### src/common/dcache_consts.svh
`ifndef DCACHE_CONSTS_SVH
`define DCACHE_CONSTS_SVH

// cache geometry
`define DC_WAY_NUM    2
`define DC_SET_NUM    64
`define DC_LINE_WORDS 4

// pending stores
`define DC_SB_SIZE    4

// address split: word offset, set index, tag
`define DC_OFFSET_LOW 2
`define DC_INDEX_LOW  (`DC_OFFSET_LOW + $clog2(`DC_LINE_WORDS))
`define DC_INDEX_HIGH (`DC_INDEX_LOW + $clog2(`DC_SET_NUM) - 1)
`define DC_TAG_LOW    (`DC_INDEX_HIGH + 1)

`endif

### src/common/dcache_pkg.sv
`include "dcache_consts.svh"

package dcache_pkg;

    typedef struct packed {
        logic                  valid;
        logic [31:`DC_TAG_LOW] tag;
    } tag_entry_t;

    // store when strb is nonzero, load otherwise
    typedef struct packed {
        logic [31:0] addr;
        logic [31:0] wdata;
        logic [3:0]  strb;
        logic [3:0]  rmask;
        logic [1:0]  size;
        logic        sign;
        logic [3:0]  id;
    } lsu_req_t;

    typedef struct packed {
        logic [3:0]             id;
        logic [31:0]            addr;
        logic [31:0]            rdata;
        logic                   hit;
        logic                   store;
        logic [`DC_WAY_NUM-1:0] hit_way;
    } lsu_resp_t;

    typedef struct packed {
        logic [31:0]            addr;
        logic [31:0]            data;
        logic [3:0]             strb;
        logic [`DC_WAY_NUM-1:0] hit_way;
    } sb_entry_t;

    // forwarding view, slot 0 is the oldest
    typedef struct packed {
        logic [`DC_SB_SIZE-1:0]      vld;
        sb_entry_t [`DC_SB_SIZE-1:0] ent;
    } sb_fwd_t;

    typedef struct packed {
        logic [31:0] addr;
        logic [31:0] data;
        logic        last;
    } refill_req_t;

    typedef struct packed {
        logic [`DC_INDEX_HIGH:`DC_INDEX_LOW]    set;
        logic [`DC_INDEX_LOW-1:`DC_OFFSET_LOW] offset;
        logic [3:0]                            strb;
        logic                                  tag_we;
        tag_entry_t                            tag;
        logic [31:0]                           data;
        logic [`DC_WAY_NUM-1:0]                way_en;
    } way_wr_t;

    typedef struct packed {
        logic        hit;
        logic [31:0] data;
    } way_rd_t;

endpackage

### src/source/dcache_req_decode.sv
`timescale 1ns/1ps
`include "dcache_consts.svh"

module dcache_req_decode (
    input  logic                                 clk,
    input  logic                                 rst_n,
    input  logic                                 flush_i,
    input  dcache_pkg::lsu_req_t                 req_i,
    input  logic                                 req_valid_i,
    output logic                                 req_ready_o,
    input  logic                                 sb_full_i,
    output logic [`DC_INDEX_HIGH:`DC_OFFSET_LOW] rd_addr_o,
    output logic [31:`DC_TAG_LOW]                rd_tag_o,
    output dcache_pkg::lsu_req_t                 s1_req_o,
    output logic                                 s1_valid_o
);
    logic accept;

    assign req_ready_o = ~sb_full_i & ~flush_i;
    assign accept      = req_valid_i & req_ready_o;

    // ways are read straight from the incoming address
    assign rd_addr_o = req_i.addr[`DC_INDEX_HIGH:`DC_OFFSET_LOW];
    assign rd_tag_o  = req_i.addr[31:`DC_TAG_LOW];

    always_ff @(posedge clk) begin
        if (!rst_n || flush_i) begin
            s1_valid_o <= 1'b0;
        end else begin
            s1_valid_o <= accept;
        end
    end

    always_ff @(posedge clk) begin
        if (accept) begin
            s1_req_o <= req_i;
        end
    end

endmodule

### config.mk
export PLATFORM = sky130hd
export DESIGN_NAME = dcache_req_decode
export DESIGN_NICKNAME = d
export VERILOG_FILES = /design/src/common/dcache_pkg.sv /design/src/source/dcache_req_decode.sv
export VERILOG_INCLUDE_DIRS = /design/src /design/src/common
export SDC_FILE = /design/constraint.sdc
export NUM_CORES = 1
export LEC_CHECK = 0
export BUFFER_PORTS_ARGS = -buffer_cell sky130_fd_sc_hd__buf_4
export CORE_AREA = 2 2 89 91
export CTS_CLUSTER_SIZE = 40
export DETAILED_ROUTE_END_ITERATION = 8
export DIE_AREA = 0 0 91 93
export GPL_TIMING_DRIVEN = 0
export PLACE_DENSITY = 0.83
export SYNTH_ARGS = -nofsm -noshare
export SYNTH_HDL_FRONTEND = slang
export SYNTH_SLANG_ARGS = --single-unit
### constraint.sdc
create_clock -name clk -period 7.1 [get_ports clk]
set_input_delay 1.065 -clock clk [delete_from_list [all_inputs] [get_ports clk]]
set_output_delay 1.065 -clock clk [all_outputs]
set_load 0.02 [all_outputs]
==> impl_metrics.ini <==
[yosys]
synthXorXnorAreaFrac_pct = 0
yosys.cell_types.count = 6
synth_cells = 113
synth_area_leaders = edfxtp_1, buf_4, dfxtp_1
synth_nets = 197
ys_warn_count = 0
synth_compound_area_share_pct = 0
synthAdderAreaFrac_pct = 0
synth_seq_cells = 80
synth_top_cell_by_area = edfxtp_1
synthMuxAreaShare_pct = 0
synth_top_area_share_pct = 89.82
synth-simple-area-share_pct = 0.9000
synth_area_um2 = 2641
ys_seq_area_share_pct = 90.57
syn_area_per_cell_um2 = 23.37
synth_top_family_by_area = buffers and inverters

[critical_path]
worstPathRequired_ps = 6030
worstPathArrival_ps = 1450
worstSetupEndpoint = rd_addr_o[3]
start_kind = primary input
worstSetupPathType = primary input to output pin
end_kind = output pin
path_max_fanout = 2
crit_path_start = req_i[50]

[sta]
slew_viol_final = 0
rsz0062_at_grt = false
worst_pin_slew_ps = 664.6
min_period_ps = 2517
relSlewSlack_pct = 55.65
finalCritPeriodShare_pct = 35.46
hold_viol_final = 0
fin_setup_tns_ps = 0
finalSetupViolCount = 0
hold_ws_ps = 897.5
fmax_mhz = 397.2

[placed_design]
port_buffers = 194
gp_congestion = 0.7130
hpwl_um = 4909
placed_cells = 413
place_area_um2 = 4322

[final_layout]
stdcell_area_um2 = 4542
area_delta_synth_final_pct = 71.96
final_cell_count_no_fill = 429
drive_gt1_share_pct = 74.92
n_antenna_cell = 0
fin_nets = 406

[hold_path]
hold_class = primary input to flop

[power]
powerDensity_nw_per_um2 = 233.4
peakVddDrop_v = 0.0001022
p_leak_nw = 1.964

[clocking]
hold_buffers = 0
cts_tree = yes
post_cts_buffers = 0
clock_path_buffers = 2
cts.sinks = 80
cts-buffers-inserted = 9
cts-resized-gates = 0
cts_max_level = 3
ctsRootBufferMaster = clkbuf_8
clk_pin_slew_worst_paths_ps = 90

[route]
drc = 0
drt_iter0_drc = 63
routed-via-count = 1731
viasPerCell = 4.035
ant_nets = 0
firstDrtPassIters = 4
wirelength_um = 6229
drt-wirelength-per-cell_um = 14.52

[floorplan]
top_level_ports = 195
die_y_um = 93
die_area_um2 = 8463
design.core.area_um2 = 7527
fp.dieW_um = 91
num_rows = 32
start_util_pct = 35.09

[grt]
grt_max_degree = 24
grt_overflow = 0
grt_pass1_wl_um = 9073
antenna_found_initial = 0
grt_pass1_vias = 1801
grt_use_total_pct = 14.26

[status]
outcome = complete, no violations

[flow_run]
maxCapViolations = 0
[cell families (layout without fill, tap and decap cells)]
logic type / Yosys count / in the layout
flops: 80 / 80
buf+inv: 30 / 244
simple gates: 3 / 3
[layout make-up]
| class | instances | area [µm²] |
|---|---|---|
| fill | 596 | 2985 |
| clock inverter | 6 | 92.59 |
| buffer | 30 | 225.2 |
| timing repair buffer | 198 | 1541 |
| sequential | 80 | 2392 |
| multi-input combinational | 3 | 35.03 |
| clock buffer | 10 | 127.6 |
| tap | 102 | 127.6 |
[power by group]
part / internal [W] / switching (W) / leakage, nW
clock network: 0.000200 / 0.000163 / 0.103
logic: 0.0000789 / 0.0000693 / 1.13
registers: 0.000543 / 0.00000617 / 0.734
[layout by cell type, fill, tap and decap left out]
cell type	synthesis	final
dfxtp_1	1	1
buf_16	0	2
clkbuf_1	0	1
inv_6	0	1
clkbuf_8	0	9
nor2_1	1	1
edfxtp_1	79	79
buf_4	30	224
bufinv_16	0	2
and4bb_2	1	1
buf_8	0	2
clkinv_4	0	1
nor3b_4	0	1
clkinvlp_4	0	2
[layer usage]
metal | share of wire, % | GRT usage, %
met3 | 7.9 | 4.674
met5 | 0 | 0
met1 | 36 | 15.31
met4 | 1.3 | 5.429
met2 | 54 | 26.11
[stage by stage]
step / total power [W] / setup WS, ps / util (%)
after floorplan: 0.0006196 / 2466 / -
after global placement: 0.0007033 / 1241 / 56.20
after detailed placement: 0.0007100 / 4522 / 57.41
after CTS: 0.001073 / 4582 / 60.34
after global routing: 0.001096 / 4575 / 60.34
final: 0.001060 / 4583 / 60.34
[how the worst min path moves through the flow]
stage / end / cells after the start / slack [ps] / startpoint
2_1_floorplan: s1_req_o[0] / 0 / 1160 / req_i[0]
3_3_place_gp: s1_req_o[36] / 1 / 1240 / req_i[36]
3_5_place_dp: s1_req_o[18] / 1 / 1240 / req_i[18]
4_1_cts: s1_req_o[48] / 1 / 880 / req_i[48]
5_1_grt: s1_req_o[43] / 1 / 870 / req_i[43]
6_report: s1_req_o[48] / 1 / 900 / req_i[48]
[worst max-delay path, stage by stage]
cell   delay (ps)
buf_4         110
buf_4         120
buf_4         150
[Yosys cell counts]
library cell / instances
edfxtp_1: 79
buf_4: 30
and4bb_2: 1
dfxtp_1: 1
nor2_1: 1
nor3b_1: 1
[state kept, by name, indices dropped and copies added (netlist names)]
register	count
s1_req_o	79
s1_valid_o	1
(Power assumes the default switching activity.)
