**src/common/dcache_consts.svh**
```systemverilog
`ifndef DCACHE_CONSTS_SVH
`define DCACHE_CONSTS_SVH

// cache geometry
`define DC_WAY_NUM    2
`define DC_SET_NUM    64
`define DC_LINE_WORDS 4

// pending stores
`define DC_SB_SIZE    4

// address split: word offset, set index, tag
`define DC_OFFSET_LOW 2
`define DC_INDEX_LOW  (`DC_OFFSET_LOW + $clog2(`DC_LINE_WORDS))
`define DC_INDEX_HIGH (`DC_INDEX_LOW + $clog2(`DC_SET_NUM) - 1)
`define DC_TAG_LOW    (`DC_INDEX_HIGH + 1)

`endif

```
**src/common/dcache_pkg.sv**
```systemverilog
`include "dcache_consts.svh"

package dcache_pkg;

    typedef struct packed {
        logic                  valid;
        logic [31:`DC_TAG_LOW] tag;
    } tag_entry_t;

    // store when strb is nonzero, load otherwise
    typedef struct packed {
        logic [31:0] addr;
        logic [31:0] wdata;
        logic [3:0]  strb;
        logic [3:0]  rmask;
        logic [1:0]  size;
        logic        sign;
        logic [3:0]  id;
    } lsu_req_t;

    typedef struct packed {
        logic [3:0]             id;
        logic [31:0]            addr;
        logic [31:0]            rdata;
        logic                   hit;
        logic                   store;
        logic [`DC_WAY_NUM-1:0] hit_way;
    } lsu_resp_t;

    typedef struct packed {
        logic [31:0]            addr;
        logic [31:0]            data;
        logic [3:0]             strb;
        logic [`DC_WAY_NUM-1:0] hit_way;
    } sb_entry_t;

    // forwarding view, slot 0 is the oldest
    typedef struct packed {
        logic [`DC_SB_SIZE-1:0]      vld;
        sb_entry_t [`DC_SB_SIZE-1:0] ent;
    } sb_fwd_t;

    typedef struct packed {
        logic [31:0] addr;
        logic [31:0] data;
        logic        last;
    } refill_req_t;

    typedef struct packed {
        logic [`DC_INDEX_HIGH:`DC_INDEX_LOW]    set;
        logic [`DC_INDEX_LOW-1:`DC_OFFSET_LOW] offset;
        logic [3:0]                            strb;
        logic                                  tag_we;
        tag_entry_t                            tag;
        logic [31:0]                           data;
        logic [`DC_WAY_NUM-1:0]                way_en;
    } way_wr_t;

    typedef struct packed {
        logic        hit;
        logic [31:0] data;
    } way_rd_t;

endpackage

```
**src/source/dcache_write_port.sv**
```systemverilog
`timescale 1ns/1ps
`include "dcache_consts.svh"

module dcache_write_port (
    input  logic                    clk,
    input  logic                    rst_n,
    input  logic                    refill_valid_i,
    input  dcache_pkg::refill_req_t refill_i,
    input  logic                    commit_i,
    input  logic                    sb_empty_i,
    input  dcache_pkg::sb_entry_t   head_i,
    output logic                    pop_o,
    output dcache_pkg::way_wr_t     wr_o
);
    localparam int VW = $clog2(`DC_WAY_NUM);

    logic [VW-1:0]         victim;
    dcache_pkg::sb_entry_t hold;
    logic                  hold_vld;
    logic                  drain;

    // refill owns the port, a held store waits
    assign drain = hold_vld & ~refill_valid_i;
    assign pop_o = commit_i & ~sb_empty_i & (~hold_vld | drain);

    always_ff @(posedge clk) begin
        if (!rst_n) begin
            victim   <= '0;
            hold_vld <= 1'b0;
        end else begin
            if (refill_valid_i && refill_i.last) begin
                victim <= victim + 1'b1;
            end
            // missed stores are dropped here
            if (pop_o) begin
                hold_vld <= |head_i.hit_way;
            end else if (drain) begin
                hold_vld <= 1'b0;
            end
        end
    end

    always_ff @(posedge clk) begin
        if (pop_o) begin
            hold <= head_i;
        end
    end

    always_comb begin
        wr_o = '0;
        if (refill_valid_i) begin
            wr_o.set            = refill_i.addr[`DC_INDEX_HIGH:`DC_INDEX_LOW];
            wr_o.offset         = refill_i.addr[`DC_INDEX_LOW-1:`DC_OFFSET_LOW];
            wr_o.strb           = 4'hf;
            wr_o.tag_we         = 1'b1;
            wr_o.tag.valid      = 1'b1;
            wr_o.tag.tag        = refill_i.addr[31:`DC_TAG_LOW];
            wr_o.data           = refill_i.data;
            wr_o.way_en[victim] = 1'b1;
        end else begin
            wr_o.set    = hold.addr[`DC_INDEX_HIGH:`DC_INDEX_LOW];
            wr_o.offset = hold.addr[`DC_INDEX_LOW-1:`DC_OFFSET_LOW];
            wr_o.strb   = hold.strb;
            wr_o.data   = hold.data;
            wr_o.way_en = drain ? hold.hit_way : '0;
        end
    end

endmodule

```
**config.mk**
```make
export PLATFORM = sky130hd
export DESIGN_NAME = dcache_write_port
export DESIGN_NICKNAME = d
export VERILOG_FILES = /design/src/common/dcache_pkg.sv /design/src/source/dcache_write_port.sv
export VERILOG_INCLUDE_DIRS = /design/src /design/src/common
export SDC_FILE = /design/constraint.sdc
export NUM_CORES = 1
export LEC_CHECK = 0
export BUFFER_PORTS_ARGS = -buffer_cell sky130_fd_sc_hd__clkbuf_2
export CAP_MARGIN = 20
export CORE_ASPECT_RATIO = 0.75
export CORE_MARGIN = 4
export CORE_UTILIZATION = 34
export DETAILED_ROUTE_END_ITERATION = 10
export HOLD_SLACK_MARGIN = 0.12
export PLACE_DENSITY = 0.75
export SKIP_CTS_REPAIR_TIMING = 1
export SYNTH_ARGS = -nofsm -noshare
export SYNTH_HDL_FRONTEND = slang
export SYNTH_SLANG_ARGS = --single-unit
```
**constraint.sdc**
```tcl
create_clock -name clk -period 4.2 [get_ports clk]
set_input_delay 0.84 -clock clk [delete_from_list [all_inputs] [get_ports clk]]
set_output_delay 0.84 -clock clk [all_outputs]
set_load 0.02 [all_outputs]
```
==> flow_metrics.tcl <==
set metrics [dict create \
    result_of_the_run "complete, no violations" \
    finalWirelength_um 5770 \
    yosys_warnings 0 \
    yosys.area_share.xor_xnor_pct 0.368 \
    whs_ns 0.617 \
    setup_clock_skew_after_layout_ns 0.00346 \
    critical_path.endpoint_type "output port" \
    place.detailed.hpwl_um 4590 \
    worstSkewPairLatency_ns 0.29 \
    routed_wire_length_per_instance_um 14.3 \
    cts_inserted_buffers 5 \
    syn_area_sq_um 2380 \
    synth.ff_latch_count 48 \
    vias_cell 4.33 \
    final.period_utilization_pct 69.9 \
    power.net_switching_w 0.000268 \
    finalHoldViolCount 0 \
    synthesis.instances 138 \
    pwr-share-seq_pct 53.1 \
    max_freq_mhz 341 \
    most_frequent_cells_in_the_layout "183 x clkbuf_2, 46 x edfxtp_1, 40 x mux2_4" \
    worst_setup_path_start_kind "primary input" \
    grtUsageTotal_pct 13.5 \
    max_slew.worst_pin.slew_ns 0.922 \
    fin_nets 461 \
    slew-limit-headroom_pct 38.5 \
    synth_mux_area_share_pct 25.6 \
    synth-compound-area-share_pct 0.631 \
    floorplan.initialDensity_pct 35.0 \
    clock_tree.root_cell "clkbuf_8" \
    cap_viol_max_count 0 \
    placement_rows 26 \
    synthSimpleGateAreaFrac_pct 8.57 \
    top_level_ports 211 \
    antenna-diode-count 0 \
    power_density_nw_per_um2 308 \
    die_area_sq_um 8420 \
    design_power_total_w 0.00105 \
    p_clk_share_pct 23.9 \
    portion_of_the_post_synthesis_area_used_by_sequential_elements_pct 59.7 \
    layout_commonest_cell "clkbuf_2" \
    synth_fa_ha_area_share_pct 0 \
    main_combinational_cell_family_by_area_after_synthesis "multiplexers" \
    syn_nets 278 \
    maxSlewViolCount 0 \
    first_pass_iters 4 \
    first_pass_grt_wire_length_um 8880 \
    grt_max_degree 73 \
    post-place-ws_ns 1.25 \
    first_global_vias 1826 \
    first_iter_violations 37 \
    clock_tree_from_tritoncts "yes" \
    dieWidth_um 105 \
    htreeDepth 2 \
    antenna_violating_nets_post_route 0 \
    drive_above_1_share_pct 72.3 \
    fp.dieH_um 80.5 \
    worst_ir_drop_vdd_mv 0.193 \
    cell_internal_pwr_w 0.000777 \
    sw_frac_of_total_pct 25.7 \
    antenna_violations_before_repair 0 \
    critical_path.max_fanout 72 \
    flow.area_growth_from_synthesis_pct 42.4 \
    area_of_the_core_region_sq_um 6800 \
    cellLeakagePower_nw 1.69 \
    finalWorstPathRequiredPeriod_ns 2.94 \
    postLayoutSetupSlackWorst_ns 1.26 \
    drt_drc_violations_left 0 \
    numPortBuffers 184 \
    totalNegativeSetupSlack_ns 0 \
    place_congestion 0.709 \
    clk_transition_reported_paths_ns 0.08 \
    rsz_0062_raised_after_global_routing "false" \
    final_design_area_no_fill_sq_um 3390 \
    data_arrival_time_of_the_critical_path_ns 2.10 \
    placed_area_sq_um 3310 \
    setup_violation_total_in_the_final_timing_report 0 \
    post_synth.cell_area_avg_sq_um 17.3 \
    cts.sink_count 48 \
    routed_via_count 1754 \
    global_route.overflow_total 0 \
    hold_class "flip-flop to flip-flop" \
    share_comb_of_total_power_pct 23.0 \
    setup.worst_path.class "primary input to output port" \
    cp.required_ns 3.36 \
    synth.distinct_cells 17 \
    cts_max_path_buffers 2 \
]
==> per-layer routing <==
layer	routed length (um)	global-route usage [%]	vias up
met5	0	0	-
met4	57	3.80	0
met3	654	6.18	7
met2	2860	23.7	99
met1	2200	15.0	788
li1	-	-	860
==> per-stage QoR <==
step / utilization [%] / std cells
after global routing: 49.9 / 405
after floorplan: - / 138
after global placement: 48.7 / 398
after detailed placement: 48.7 / 398
after CTS: 49.9 / 405
final: 49.9 / 405
==> logic make-up (layout without fill, tap and decap cells) <==
kind of cell    Yosys count  in the layout
flops                    48             48
mux                      41             41
simple gates             35             35
buf+inv                  10            193
compound gates            3              3
xor+xnor                  1              1
==> power groups by stage <==
| stage | Clock [W] | Combinational, W | Sequential, W |
|---|---|---|---|
| floorplan | 0 | 0.000152 | 0.000565 |
| global placement | 0 | 0.000240 | 0.000566 |
| detailed placement | 0 | 0.000244 | 0.000567 |
| CTS | 0.000267 | 0.000245 | 0.000556 |
| global route | 0.000288 | 0.000260 | 0.000558 |
| finish | 0.000249 | 0.000241 | 0.000556 |
==> worst max-delay path, cell delays in order <==
cell and delay, ns:
buf_4 0.70, mux2_4 0.35, clkbuf_2 0.17
==> Yosys cell counts <==
master	number	share of area, %
edfxtp_1	46	58
mux2_4	40	25
and2_1	24	6.3
nand2_1	5	0.79
buf_12	4	3.4
or2_1	4	1.1
buf_2	2	0.42
buf_4	2	0.63
dfxtp_1	2	1.7
o21ai_0	2	0.42
a21oi_1	1	0.21
buf_6	1	0.47
clkbuf_2	1	0.21
mux2i_1	1	0.42
nand2b_1	1	0.26
nor2_1	1	0.16
xnor2_1	1	0.37
==> path summary, 6_finish.rpt <==
kind	from	end	slack, ns	depth (start not counted)
worst max-delay path	refill_valid_i	wr_o[29]	1.26	3
worst min-delay path	victim	victim	0.62	2
worst max register to register	hold_vld	hold[41]	2.80	2
worst min register to register	victim	victim	0.62	2
==> sequential cells by signal (all words and copies together) (netlist names) <==
register / flops
hold: 46
victim: 1
hold_vld: 1
==> final cells by class <==
class / count / area (sq um)
Fill cell: 608 / 3410
Sequential cell: 48 / 1420
Timing Repair Buffer: 186 / 938
Multi-Input combinational cell: 80 / 850
Tap cell: 84 / 105
Clock buffer: 5 / 68.8
Clock inverter: 2 / 7.51
No activity file was read; power rests on OpenSTA's default activity.
