[config.mk]
export PLATFORM = sky130hd
export DESIGN_NAME = store_buffer
export DESIGN_NICKNAME = d
export VERILOG_FILES = /design/src/common/dcache_pkg.sv /design/src/store_buffer/store_buffer.sv
export VERILOG_INCLUDE_DIRS = /design/src /design/src/common
export SDC_FILE = /design/constraint.sdc
export NUM_CORES = 1
export LEC_CHECK = 0
export ABC_AREA = 0
export BUFFER_PORTS_ARGS = -buffer_cell sky130_fd_sc_hd__buf_2
export CORE_UTILIZATION = 58
export CTS_CLUSTER_DIAMETER = 30
export DETAILED_ROUTE_END_ITERATION = 7
export GPL_ROUTABILITY_DRIVEN = 0
export PLACE_DENSITY = 0.95
export SLEW_MARGIN = 20
export SYNTH_ARGS = -nofsm -noshare
export SYNTH_HDL_FRONTEND = slang
export SYNTH_SLANG_ARGS = --single-unit
export TNS_END_PERCENT = 10
[constraint.sdc]
create_clock -name clk -period 5.8 [get_ports clk]
set_clock_uncertainty 0.2 [all_clocks]
set_input_delay 0 -clock clk [delete_from_list [all_inputs] [get_ports clk]]
set_output_delay 0 -clock clk [all_outputs]
set_load 0.01 [all_outputs]
[src/common/dcache_consts.svh]
`ifndef DCACHE_CONSTS_SVH
`define DCACHE_CONSTS_SVH

// cache geometry
`define DC_WAY_NUM    2
`define DC_SET_NUM    64
`define DC_LINE_WORDS 4

// pending stores
`define DC_SB_SIZE    4

// address split: word offset, set index, tag
`define DC_OFFSET_LOW 2
`define DC_INDEX_LOW  (`DC_OFFSET_LOW + $clog2(`DC_LINE_WORDS))
`define DC_INDEX_HIGH (`DC_INDEX_LOW + $clog2(`DC_SET_NUM) - 1)
`define DC_TAG_LOW    (`DC_INDEX_HIGH + 1)

`endif

[src/common/dcache_pkg.sv]
`include "dcache_consts.svh"

package dcache_pkg;

    typedef struct packed {
        logic                  valid;
        logic [31:`DC_TAG_LOW] tag;
    } tag_entry_t;

    // store when strb is nonzero, load otherwise
    typedef struct packed {
        logic [31:0] addr;
        logic [31:0] wdata;
        logic [3:0]  strb;
        logic [3:0]  rmask;
        logic [1:0]  size;
        logic        sign;
        logic [3:0]  id;
    } lsu_req_t;

    typedef struct packed {
        logic [3:0]             id;
        logic [31:0]            addr;
        logic [31:0]            rdata;
        logic                   hit;
        logic                   store;
        logic [`DC_WAY_NUM-1:0] hit_way;
    } lsu_resp_t;

    typedef struct packed {
        logic [31:0]            addr;
        logic [31:0]            data;
        logic [3:0]             strb;
        logic [`DC_WAY_NUM-1:0] hit_way;
    } sb_entry_t;

    // forwarding view, slot 0 is the oldest
    typedef struct packed {
        logic [`DC_SB_SIZE-1:0]      vld;
        sb_entry_t [`DC_SB_SIZE-1:0] ent;
    } sb_fwd_t;

    typedef struct packed {
        logic [31:0] addr;
        logic [31:0] data;
        logic        last;
    } refill_req_t;

    typedef struct packed {
        logic [`DC_INDEX_HIGH:`DC_INDEX_LOW]    set;
        logic [`DC_INDEX_LOW-1:`DC_OFFSET_LOW] offset;
        logic [3:0]                            strb;
        logic                                  tag_we;
        tag_entry_t                            tag;
        logic [31:0]                           data;
        logic [`DC_WAY_NUM-1:0]                way_en;
    } way_wr_t;

    typedef struct packed {
        logic        hit;
        logic [31:0] data;
    } way_rd_t;

endpackage

[src/store_buffer/store_buffer.sv]
`timescale 1ns/1ps
`include "dcache_consts.svh"

module store_buffer (
    input  logic                  clk,
    input  logic                  rst_n,
    input  logic                  flush_i,
    input  logic                  push_i,
    input  dcache_pkg::sb_entry_t entry_i,
    input  logic                  pop_i,
    output dcache_pkg::sb_entry_t head_o,
    output dcache_pkg::sb_fwd_t   entries_o,
    output logic                  full_o,
    output logic                  empty_o
);
    localparam int PW = $clog2(`DC_SB_SIZE);

    dcache_pkg::sb_entry_t  slots [`DC_SB_SIZE];
    logic [`DC_SB_SIZE-1:0] slot_vld;
    logic [PW-1:0]          head;
    logic [PW-1:0]          tail;
    logic [PW-1:0]          tail_nxt;
    logic [PW-1:0]          start;
    logic                   pop_ok;
    logic                   drain_q;

    assign tail_nxt = tail + 1'b1;
    assign pop_ok   = pop_i & slot_vld[head];
    assign head_o   = slots[head];
    assign empty_o  = ~|slot_vld;
    // last free slot with a store landing this edge counts as full
    assign full_o   = slot_vld[tail] | (push_i & slot_vld[tail_nxt]);

    always_ff @(posedge clk) begin
        if (!rst_n || flush_i) begin
            slot_vld <= '0;
            head     <= '0;
            tail     <= '0;
            drain_q  <= 1'b0;
        end else begin
            // popped hit stays visible until the write port stores it
            drain_q <= pop_ok & (|slots[head].hit_way);
            if (push_i) begin
                slot_vld[tail] <= 1'b1;
                tail           <= tail_nxt;
            end
            if (pop_ok) begin
                slot_vld[head] <= 1'b0;
                head           <= head + 1'b1;
            end
        end
    end

    always_ff @(posedge clk) begin
        if (push_i) begin
            slots[tail] <= entry_i;
        end
    end

    assign start = drain_q ? head - 1'b1 : head;

    // oldest first, so the merge lets younger stores win
    always_comb begin
        logic [PW-1:0] idx;
        for (int k = 0; k < `DC_SB_SIZE; k++) begin
            idx              = start + PW'(k);
            entries_o.ent[k] = slots[idx];
            entries_o.vld[k] = slot_vld[idx] | (drain_q && k == 0);
        end
    end

endmodule

==> reports/metrics.cfg <==
[run_status]
run_status=finished clean

[sta]
slew_viol_final=0
max_freq_mhz=261
finalCriticalPeriod_ns=3.83
setup_viol=0
post-route-period-util_pct=66.0
hold_ws_ns=0.0162
fin_setup_tns_ns=0
slew_headroom_pct=23.6
hold_viol=0
rsz0062_at_grt=no
tightest_slew_ns=1.15

[die]
die_w_um=173
ios=431
core_sq_mm=0.0288
rows=62
start_util_pct=59.1
dieArea_sq_mm=0.0300
die_h_um=173

[pwr]
switching_share_pct=24.1
p_sw_mw=1.50
p_int_mw=4.72
ir_drop_uv=248
power_density_mw_per_mm2=282
p_seq_share_pct=38.7
clkPwrFrac_pct=52.2
comb_power_share_pct=9.1
power_leakage_nw=10.8

[synth]
synth_area_leaders=edfxtp_1, mux2i_1, mux4_2
synthesis.nets=1147
synth.avg_cell_area_sq_um=16.0
synth_largest_area_cell=edfxtp_1
ys_warn_count=0
ys_seq_area_share_pct=50.7
netlist_area_sq_mm=0.0170
synth_seq_cells=291
syn_inst=1064
synth_top_cell_area_share_pct=49.4
ys_types=24

[cells_and_area]
layout.nets=1667
nFillCells=1577
final_layout_size_suffix_gt1_share_pct=38.4
area_growth_pct=29.9
fin_area_sq_mm=0.0221

[worst_setup_path]
start_kind=flip-flop
worst_ep_required_time_ns=5.60
cp_slowest_cell=a21o_4
crit_arrival_ns=3.63
path_max_fanout=78
cp_cell_sequence=inv_1, ha_1, a21o_4, buf_12, mux2i_1, buf_2
endpoint_kind=output port
crit_buf_inv=3
critical_path_class=flip-flop to output port
critPathMaxStageDelay_ns=0.73
crit_family=buffers and inverters

[clocking]
cts-root-buf=clkbuf_16
cts_buffers=54
clkSinkCount=291
clk_pin_slew_ns=0.05
cts_tree=done
cts_max_level=2
worstSkewPairLatency_ns=0.54
postCtsSetupBuffers=0
cts_resized=0
ctsLongestPathBuffers=3

[placement]
placed_cell_area_sq_mm=0.0191
io_buffers=430
hpwl_um=30200

[global_route]
grt_pass1_vias=13100
antenna_found_initial=2
use_met1_pct=37.9
met3_usage_pct=6.93
grt_max_degree=169
grtUsageTotal_pct=32.9
grt_pass1_wl_um=76000
top_usage_layer=met2
gr-total-overflow=0
met2_usage_pct=58.0

[detailed_routing]
ant_nets=0
drc=0
via_count=12600
drt-total-wl_um=50200
via_per_inst=6.24
wl_per_cell_um=24.9
drtPass1Iterations=6
drt_iter0_markers=898

[worst_hold_path]
hold_class=input port to flip-flop

[run]
maxCapViolCount=0

-- worst register-to-register path: cells and delay by family (launching register included) --
| family | cells | cell delay (ns) |
|---|---|---|
| buffers and inverters | 1 | 0.65 |
| flip-flops | 1 | 0.49 |
| AND/OR/NAND/NOR | 1 | 0.54 |
| adder cells (fa/ha/maj) | 1 | 0.22 |
-- path summary, 6_finish.rpt --
check              startpoint       endpoint  slack (ns)  cells after the start
hold / removal    entry_i[25]   slots[1][25]        0.02                      2
setup / recovery      head[0]  entries_o[65]        1.97                      6
setup reg to reg      tail[0]   slots[3][60]        3.32                      3
hold reg to reg   slot_vld[3]    slot_vld[3]        0.39                      2
-- logic make-up (layout without fill, tap and decap cells) --
family | count (synthesis) | in the layout | synth area share (%)
flip-flops | 291 | 291 | 50.7
multiplexers | 644 | 644 | 43.3
AO/OA/AOI/OAI | 10 | 10 | 0.427
XOR/XNOR | 2 | 2 | 0.213
AND/OR/NAND/NOR | 24 | 24 | 0.655
adder cells (fa/ha/maj) | 8 | 8 | 0.589
other | 0 | 2 | 0
buffers and inverters | 85 | 651 | 4.10
-- power by group through the flow --
stage | logic, mW | clock network (mW) | registers (mW)
global route | 0.592 | 3.38 | 2.41
floorplan | 0.289 | 0 | 2.43
global placement | 0.475 | 0 | 2.44
finish | 0.564 | 3.25 | 2.41
detailed placement | 0.487 | 0 | 2.44
CTS | 0.548 | 3.26 | 2.40
-- cells in the final DEF, fill, tap and decap left out, types with 4 or more instances in the layout --
cell type and n:
mux2i_1 571, buf_2 430, edfxtp_1 280, dlygate4sd3_1 100, mux4_2 73, clkbuf_16 54
inv_6 11, buf_4 10, clkinv_4 9, dfxtp_1 9, nor2_1 8, ha_1 8
nand2_1 7, bufinv_16 7, clkinv_2 5, inv_8 5, inv_1 4, and2_4 4
a211oi_1 4, clkinvlp_4 4, buf_12 4
-- per-layer routing --
layer	vias up	wire length, um
met5	-	0
met4	0	2300
met2	867	25800
li1	5361	-
met3	157	4100
met1	6189	18000
-- cells in the mapped netlist --
cell	n
mux2i_1	571
edfxtp_1	280
mux4_2	73
buf_6	40
buf_2	29
buf_4	11
dfxtp_1	11
ha_1	8
nor2_1	8
nand2_1	7
a211oi_1	4
and2_1	4
inv_1	4
a21o_1	3
nand2b_1	2
a21oi_1	1
clkbuf_1	1
nor2b_1	1
nor3_1	1
nor4_1	1
o22a_1	1
o22ai_1	1
xnor2_1	1
xnor2_4	1
-- state kept, by name, summed over array words and instances (netlist names), named ones only --
signal and count:
tail 2, drain_q 1, slot_vld 4, slots 280, head 2
-- final cells by class --
| cell class | count | area [sq um] | share of cell area, % |
|---|---|---|---|
| diodes | 2 | 5.00 | 0.0226 |
| inverters | 4 | 15.0 | 0.0679 |
| multi-input cells | 688 | 7710 | 34.9 |
| clock inverters | 42 | 513 | 2.32 |
| clock buffers | 60 | 1400 | 6.35 |
| flip-flops and latches | 291 | 8640 | 39.1 |
| well taps | 384 | 480 | 2.17 |
| repair buffers | 545 | 3340 | 15.1 |
-- metrics by stage --
step | util, % | cells | power (mW) | setup WS, ns
6_report | 76.8 | 2016 | 6.22 | 1.97
5_1_grt | 76.8 | 2015 | 6.38 | 1.88
4_1_cts | 76.6 | 2012 | 6.22 | 2.02
3_5_place_dp | 66.5 | 1810 | 2.93 | 2.65
3_3_place_gp | 66.5 | 1810 | 2.91 | 2.75
2_1_floorplan | - | 1064 | 2.72 | 2.91
-- repair_timing --
item | 4_1_cts | 5_1_grt
setup endpoints to repair | 0 | 0
hold buffers | 100 | 0
endpoints found under the hold margin | 377 | 0
Power figures use the tool's default switching activity.
