==> config.mk <==
export PLATFORM = sky130hd
export DESIGN_NAME = dcache_load_merge
export DESIGN_NICKNAME = d
export VERILOG_FILES = /design/src/common/dcache_pkg.sv /design/src/source/dcache_load_merge.sv
export VERILOG_INCLUDE_DIRS = /design/src /design/src/common
export SDC_FILE = /design/constraint.sdc
export NUM_CORES = 1
export LEC_CHECK = 0
export ABC_AREA = 1
export BUFFER_PORTS_ARGS = -buffer_cell sky130_fd_sc_hd__buf_2
export CAP_MARGIN = 30
export CORE_AREA = 2 2 225 227
export DETAILED_ROUTE_END_ITERATION = 12
export DIE_AREA = 0 0 227 229
export GPL_TIMING_DRIVEN = 1
export PLACE_DENSITY = 0.32
export SYNTH_ARGS = -nofsm -noshare
export SYNTH_HDL_FRONTEND = slang
export SYNTH_SLANG_ARGS = --single-unit
export TNS_END_PERCENT = 100
==> constraint.sdc <==
create_clock -name vclk -period 3.7
set_input_delay 0.925 -clock vclk [all_inputs]
set_output_delay 0.925 -clock vclk [all_outputs]
set_load 0.005 [all_outputs]
==> src/common/dcache_consts.svh <==
`ifndef DCACHE_CONSTS_SVH
`define DCACHE_CONSTS_SVH

// cache geometry
`define DC_WAY_NUM    2
`define DC_SET_NUM    64
`define DC_LINE_WORDS 4

// pending stores
`define DC_SB_SIZE    4

// address split: word offset, set index, tag
`define DC_OFFSET_LOW 2
`define DC_INDEX_LOW  (`DC_OFFSET_LOW + $clog2(`DC_LINE_WORDS))
`define DC_INDEX_HIGH (`DC_INDEX_LOW + $clog2(`DC_SET_NUM) - 1)
`define DC_TAG_LOW    (`DC_INDEX_HIGH + 1)

`endif

==> src/common/dcache_pkg.sv <==
`include "dcache_consts.svh"

package dcache_pkg;

    typedef struct packed {
        logic                  valid;
        logic [31:`DC_TAG_LOW] tag;
    } tag_entry_t;

    // store when strb is nonzero, load otherwise
    typedef struct packed {
        logic [31:0] addr;
        logic [31:0] wdata;
        logic [3:0]  strb;
        logic [3:0]  rmask;
        logic [1:0]  size;
        logic        sign;
        logic [3:0]  id;
    } lsu_req_t;

    typedef struct packed {
        logic [3:0]             id;
        logic [31:0]            addr;
        logic [31:0]            rdata;
        logic                   hit;
        logic                   store;
        logic [`DC_WAY_NUM-1:0] hit_way;
    } lsu_resp_t;

    typedef struct packed {
        logic [31:0]            addr;
        logic [31:0]            data;
        logic [3:0]             strb;
        logic [`DC_WAY_NUM-1:0] hit_way;
    } sb_entry_t;

    // forwarding view, slot 0 is the oldest
    typedef struct packed {
        logic [`DC_SB_SIZE-1:0]      vld;
        sb_entry_t [`DC_SB_SIZE-1:0] ent;
    } sb_fwd_t;

    typedef struct packed {
        logic [31:0] addr;
        logic [31:0] data;
        logic        last;
    } refill_req_t;

    typedef struct packed {
        logic [`DC_INDEX_HIGH:`DC_INDEX_LOW]    set;
        logic [`DC_INDEX_LOW-1:`DC_OFFSET_LOW] offset;
        logic [3:0]                            strb;
        logic                                  tag_we;
        tag_entry_t                            tag;
        logic [31:0]                           data;
        logic [`DC_WAY_NUM-1:0]                way_en;
    } way_wr_t;

    typedef struct packed {
        logic        hit;
        logic [31:0] data;
    } way_rd_t;

endpackage

==> src/source/dcache_load_merge.sv <==
`timescale 1ns/1ps
`include "dcache_consts.svh"

module dcache_load_merge (
    input  dcache_pkg::lsu_req_t                  s1_req_i,
    input  logic                                  s1_valid_i,
    input  dcache_pkg::way_rd_t [`DC_WAY_NUM-1:0] ways_i,
    input  dcache_pkg::sb_fwd_t                   sb_entries_i,
    output dcache_pkg::lsu_resp_t                 resp_o,
    output logic                                  resp_valid_o,
    output logic                                  push_o,
    output dcache_pkg::sb_entry_t                 entry_o
);
    logic [`DC_WAY_NUM-1:0] hit_way;
    logic [31:0]            cache_word;
    logic [31:0]            merged;
    logic [31:0]            shifted;
    logic [31:0]            rdata;
    logic [3:0]             sb_cov;
    logic [3:0]             covered;
    logic                   is_store;

    // at most one way hits
    always_comb begin
        hit_way    = '0;
        cache_word = '0;
        for (int w = 0; w < `DC_WAY_NUM; w++) begin
            hit_way[w] = ways_i[w].hit;
            if (ways_i[w].hit) begin
                cache_word = cache_word | ways_i[w].data;
            end
        end
    end

    // younger entries come later and overwrite
    always_comb begin
        merged = cache_word;
        sb_cov = '0;
        for (int k = 0; k < `DC_SB_SIZE; k++) begin
            for (int b = 0; b < 4; b++) begin
                if (sb_entries_i.vld[k] && sb_entries_i.ent[k].strb[b] &&
                    sb_entries_i.ent[k].addr[31:2] == s1_req_i.addr[31:2]) begin
                    merged[8*b +: 8] = sb_entries_i.ent[k].data[8*b +: 8];
                    sb_cov[b]        = 1'b1;
                end
            end
        end
    end

    assign covered = (|hit_way) ? 4'hf : sb_cov;

    // lowest mask byte lands at bit 0
    always_comb begin
        shifted = merged;
        for (int b = 3; b >= 0; b--) begin
            if (s1_req_i.rmask[b]) begin
                shifted = merged >> (8 * b);
            end
        end
        case (s1_req_i.size)
            2'd0:    rdata = {{24{s1_req_i.sign & shifted[7]}}, shifted[7:0]};
            2'd1:    rdata = {{16{s1_req_i.sign & shifted[15]}}, shifted[15:0]};
            default: rdata = shifted;
        endcase
    end

    assign is_store     = |s1_req_i.strb;
    assign resp_valid_o = s1_valid_i;

    always_comb begin
        resp_o.id      = s1_req_i.id;
        resp_o.addr    = s1_req_i.addr;
        resp_o.rdata   = rdata;
        resp_o.store   = is_store;
        resp_o.hit_way = hit_way;
        // a load hits once every requested byte is covered
        resp_o.hit     = is_store ? |hit_way : ((s1_req_i.rmask & ~covered) == 4'h0);
    end

    assign push_o          = s1_valid_i & is_store;
    assign entry_o.addr    = s1_req_i.addr;
    assign entry_o.data    = s1_req_i.wdata;
    assign entry_o.strb    = s1_req_i.strb;
    assign entry_o.hit_way = hit_way;

endmodule

==> reports/metrics.yaml, run 1 <==
syn-mean-instance-area_um2: 4.81
tightest_slew_ps: 485
leakage_nw: 7.11
post-route-util_pct: 25.9
yosysWarnings: 0
nFlopsAndLatches: 0
core.rowCount: 82
design.core.area_um2: 49700
fp.dieArea_um2: 52000
grt_pass1_vias: 10500
endpoint: "resp_o[4]"
grt_setup_unrepaired: "true"
antenna_found_initial: 26
endpoint_kind: "output pin"
synthDistinctLibCells: 39
regArea_um2: 0
drt_drc_violations_left: 0
hold_viol: 0
hold_path.class: "primary input to output pin"
area_growth_pct: 102
track_usage_pct: 18.3
setup_viol: 33
netlist.area_leader.share_pct: 30.2
vdd_drop_max_mv: 0.0463
place_inst: 2539
fillers: 5814
critPathLaunchType: "primary input"
overflow: 0
cts_hold_buffers: 0
worst-path-stages: 20
gp_congestion: 0.884
crit_family: "simple AND/OR/NAND/NOR gates"
synth_cells: 1321
pin_count: 574
relSlewSlack_pct: 67.5
violations: "negative setup slack"
cpMostUsedCell: "nand2_1"
placed_area_um2: 10300
wl_per_cell_um: 19.3
syn-cell-area_um2: 6360
path_cells: "buf_2 -> inv_1 -> nand2_1 -> nand2_2 -> nor2_4 -> nand2_2 -> nor2_4 -> nand2_4 -> buf_12 -> nor3_4 -> buf_6 -> nand2_8 -> o211ai_1 -> buf_4 -> nand2_2 -> nand2_1 -> nand2_1 -> o21bai_1 -> nand2_1 -> buf_2"
cp.arrival_ps: 3340
first_iter_violations: 469
viasPerCell: 4.03
stdcell_area_um2: 12900
antenna_left: 0
grt_max_degree: 24
clkbuf_count: 0
drive_gt1_share_pct: 56.6
dr.pass1.iters: 5
io_buffers: 480
dp_hpwl_mm: 44.6
final_max_slew_viol_count: 0
synth_fp_nets: 1751
fin_ws_ps: -566
nets: 2329
start_util_pct: 12.8
period_share_pct: 115
cpPeakStageDelay_ps: 360
path_class: "primary input to output pin"
ys_top_cells_by_count: "511 x nand2_1, 164 x inv_1, 161 x nand3_1"
die_h_um: 229
cp_max_fo: 5
clock.fmax_mhz: 234
cp.required_ps: 2770
wl_mm: 49.8
crit_buf_inv: 6
synth_area_leaders: "nand2_1 30%, buf_4 13%, nand3_1 13%"
maxCapViolCount: 0
crit_start: "sb_entries_i[131]"
synth-seq-area-share_pct: 0
grt_pass1_wl_mm: 69.2
run_status: "complete, but fails checks"
synth.largest_area_cell: "nand2_1"
power_density_nw_per_um2: 104
cp_slowest_cell: "o211ai_1"
layoutNonFillerInstCount: 2581
vias: 10400
dieWidth_um: 227
synth.most_common_cell: "nand2_1"
fin_crit_ps: 4270
## logic make-up after synthesis
| group | synth area share (%) |
|---|---|
| buffers and inverters | 26.5 |
| XOR/XNOR | 3.44 |
| AND/OR/NAND/NOR | 60.7 |
| AO/OA/AOI/OAI | 9.38 |
## what timing repair did
action,in CTS,in global routing
setup buffers,24,12
gates cloned,3,0
resized for setup,325,240
pin swaps,102,126
endpoints found under the setup margin,33,33
## through the flow
| step | hold slack, ps | setup slack (ps) | total power [mW] | setup TNS [ps] |
|---|---|---|---|---|
| finish | 1850 | -566 | 1.34 | -15070 |
| CTS | 1850 | -618 | 1.26 | -17940 |
| global placement | 1850 | -1130 | 1.08 | -30960 |
| floorplan | 1920 | 179 | 0.482 | 0 |
| detailed placement | 1850 | -1120 | 1.08 | -30730 |
| global route | 1850 | -658 | 1.46 | -19380 |
## worst min-delay path by stage
stage                 start     endpoint  slack, ps  cells after the start
2_1_floorplan    s1_valid_i       push_o       1920                      2
3_3_place_gp   s1_req_i[22]  entry_o[13]       1850                      0
3_5_place_dp   s1_req_i[22]  entry_o[13]       1850                      0
4_1_cts        s1_req_i[22]  entry_o[13]       1850                      0
5_1_grt        s1_req_i[38]  entry_o[29]       1850                      0
6_report       s1_req_i[25]  entry_o[16]       1850                      0
## where the power goes
group	leakage, nW	internal, mW	switching (mW)	total (mW)
clock network	0.0000761	0.000000436	0	0.000000436
logic	7.11	0.638	0.701	1.34
registers	0	0	0	0
## area by class of cell
class	instances	area (um2)	share of cell area, %
Antenna cell	12	30.0	0.234
Multi-Input combinational cell	993	6270	48.8
Inverter	192	766	5.96
Tap cell	672	841	6.54
Timing Repair Buffer	712	4950	38.5
## layer usage
metal  track usage [%]  vias up  wire [um]
met1              23.4     4678      21600
met2              31.6      365      23700
met3              3.03       87       3120
met4              4.58       26       1270
met5                 0        -        172
li1                  -     5241          -
## cells in the final DEF, fill, tap and decap left out, types with 18 or more instances in the layout
| cell type | netlist | layout |
|---|---|---|
| o21ai_0 | 27 | 18 |
| nor2_2 | 3 | 29 |
| nand3_4 | 2 | 26 |
| buf_6 | 4 | 71 |
| nor2_1 | 107 | 65 |
| nand2_4 | 1 | 30 |
| nand2_2 | 10 | 117 |
| nand3_1 | 161 | 109 |
| inv_1 | 164 | 143 |
| buf_12 | 0 | 25 |
| nand4_1 | 22 | 22 |
| nand3_2 | 15 | 43 |
| nand2_1 | 511 | 371 |
| buf_4 | 111 | 165 |
| o211ai_1 | 19 | 19 |
| inv_2 | 28 | 35 |
| buf_2 | 4 | 437 |
Note: power is estimated with default switching activity, not from simulation.
==> run 2, diff against run 1 <==
Settings changed: MAX_ROUTING_LAYER set to met4.
==> run 2 against run 1 <==
  * The flow still finishes with violations (negative setup slack)
  * Largest cell class unchanged
  * Via count down 0.11%
  * Core utilization is 0.13 points lower
  * Worst hold slack is the same
  * Worst setup slack gained 75 ps
  * Sequential share of layout area unchanged
==> reports/metrics.yaml, run 2 (synthesized netlist as in run 1, its figures left out) <==
overflow: 0  # unchanged
hold_path.class: "primary input to output pin"
design.core.area_um2: 49700  # unchanged
relSlewSlack_pct: 66.9  # -0.65 points
track_usage_pct: 18.8  # +0.50 points
dp_hpwl_mm: 44.7  # +0.28%
gp_congestion: 0.873  # -1.3%
setup_tns_ps: -14920  # +155 ps
critPathLaunchType: "primary input"
cp.arrival_ps: 3270  # -70 ps
setup_viol: 33  # unchanged
nets: 2330  # +0.043%
io_buffers: 480  # unchanged
hold_path_depth: 0  # unchanged
clkbuf_count: 0  # unchanged
final_common_cell: "buf_2"
period_share_pct: 113  # -2.0 points
clock.fmax_mhz: 239  # +1.8%
grt_pass1_vias: 10200  # -3.0%
power_density_nw_per_um2: 106  # +1.4%
nFlopsAndLatches: 0  # unchanged
grt_pass1_wl_mm: 68.5  # -0.90%
path_class: "primary input to output pin"
cp_max_fo: 7  # +2
leakage_nw: 7.11  # about the same
placed_area_um2: 10300  # -0.39%
dr.pass1.iters: 5  # unchanged
fp.dieArea_um2: 52000  # unchanged
pin_count: 574  # unchanged
vdd_drop_max_mv: 0.0485  # +4.6%
wl_mm: 49.8  # about the same
core.rowCount: 82  # unchanged
die_h_um: 229  # unchanged
regArea_um2: 0  # unchanged
wl_per_cell_um: 19.3  # -0.24%
endpoint_kind: "output pin"
violations: "negative setup slack"
antenna_found_initial: 20  # -23%
start_util_pct: 12.8  # unchanged
stdcell_area_um2: 12800  # -0.50%
grt_max_degree: 30  # +25%
cp.required_ps: 2770  # about the same
grt_setup_unrepaired: "true"
tightest_slew_ps: 495  # +9.44 ps
area_growth_pct: 101
fin_ws_ps: -490  # +75.4 ps
drive_gt1_share_pct: 55.9  # -0.71 points
final_max_slew_viol_count: 0  # unchanged
hold_viol: 0  # unchanged
run_status: "complete, but fails checks"
cts_hold_buffers: 0  # unchanged
fillers: 5789  # -0.43%
maxCapViolCount: 0  # unchanged
fin_crit_ps: 4190  # -75.4 ps
most-common-layout-cells: "420 x buf_2, 372 x nand2_1, 169 x buf_4"
dieWidth_um: 227  # unchanged
vias: 10400  # -0.11%
antenna_left: 0  # unchanged
first_iter_violations: 420  # -10%
drt_drc_violations_left: 0  # unchanged
viasPerCell: 4.01  # -0.34%
run 2: changes by cell type in the layout (fill, tap and decap cells not counted), sizes merged:
cell    before  now
clkbuf       0    1
diode       12   17
run 2: routing by layer:
metal	vias to the layer above	part of all wire [%]	track usage [%]
li1	5250	-	-
met1	4744	44	23.8
met3	46	6.2	2.57
met4	0	1.5	3.10
met5	-	0	-
met2	346	49	32.0
run 2: per-stage QoR:
step	total power, mW	worst slack, ps	instances	util [%]	hold WS, ps
global placement	1.08	-993	2537	20.7	1850
floorplan	0.482	179	1321	-	1920
CTS	1.24	-593	2561	23.6	1850
finish	1.35	-490	2587	25.8	1850
detailed placement	1.08	-964	2537	20.7	1850
global route	1.47	-654	2587	25.8	1850
run 2: worst max-delay path, cell delays in order:
cell and delay [ps]:
buf_6 120, nand2_2 60, nand2_2 60, nor2_4 150
nand2_2 80, nor2_4 170, nand2_4 80, buf_12 140
nor2_8 120, buf_12 120, buf_6 100, nand3b_1 90
nand2_2 80, nand2_2 60, nand3_4 120, nand2_2 70
nand2_2 60, nand3_2 90, nand3_4 160, buf_12 170
nand3_4 90, buf_6 130
run 2: path summary, 6_finish.rpt:
path,endpoint,startpoint
setup / recovery,resp_o[23],s1_req_i[70]
hold / removal,entry_o[16],s1_req_i[25]
run 2: report_power, final:
group | switching, mW | total [mW] | internal, mW
clock | 0 | 0.000000616 | 0.000000616
sequential | 0 | 0 | 0
combinational | 0.701 | 1.35 | 0.650
total | 0.701 | 1.35 | 0.650
run 2: area by class of cell:
cell class	instances	area (um2)	share of cell area, %
antenna	17	42.5	0.333
tap	672	841	6.57
inverter	192	768	6.01
multi-input combinational	993	6110	47.8
timing repair buffer	713	5030	39.3
run 2: timing repair:
| action | CTS | global route |
|---|---|---|
| pin swaps | 115 | 145 |
| gates resized for setup | 289 | 284 |
| cloned | 4 | 0 |
| endpoints found under the setup margin | 33 | 33 |
| buffers inserted | 26 | 16 |
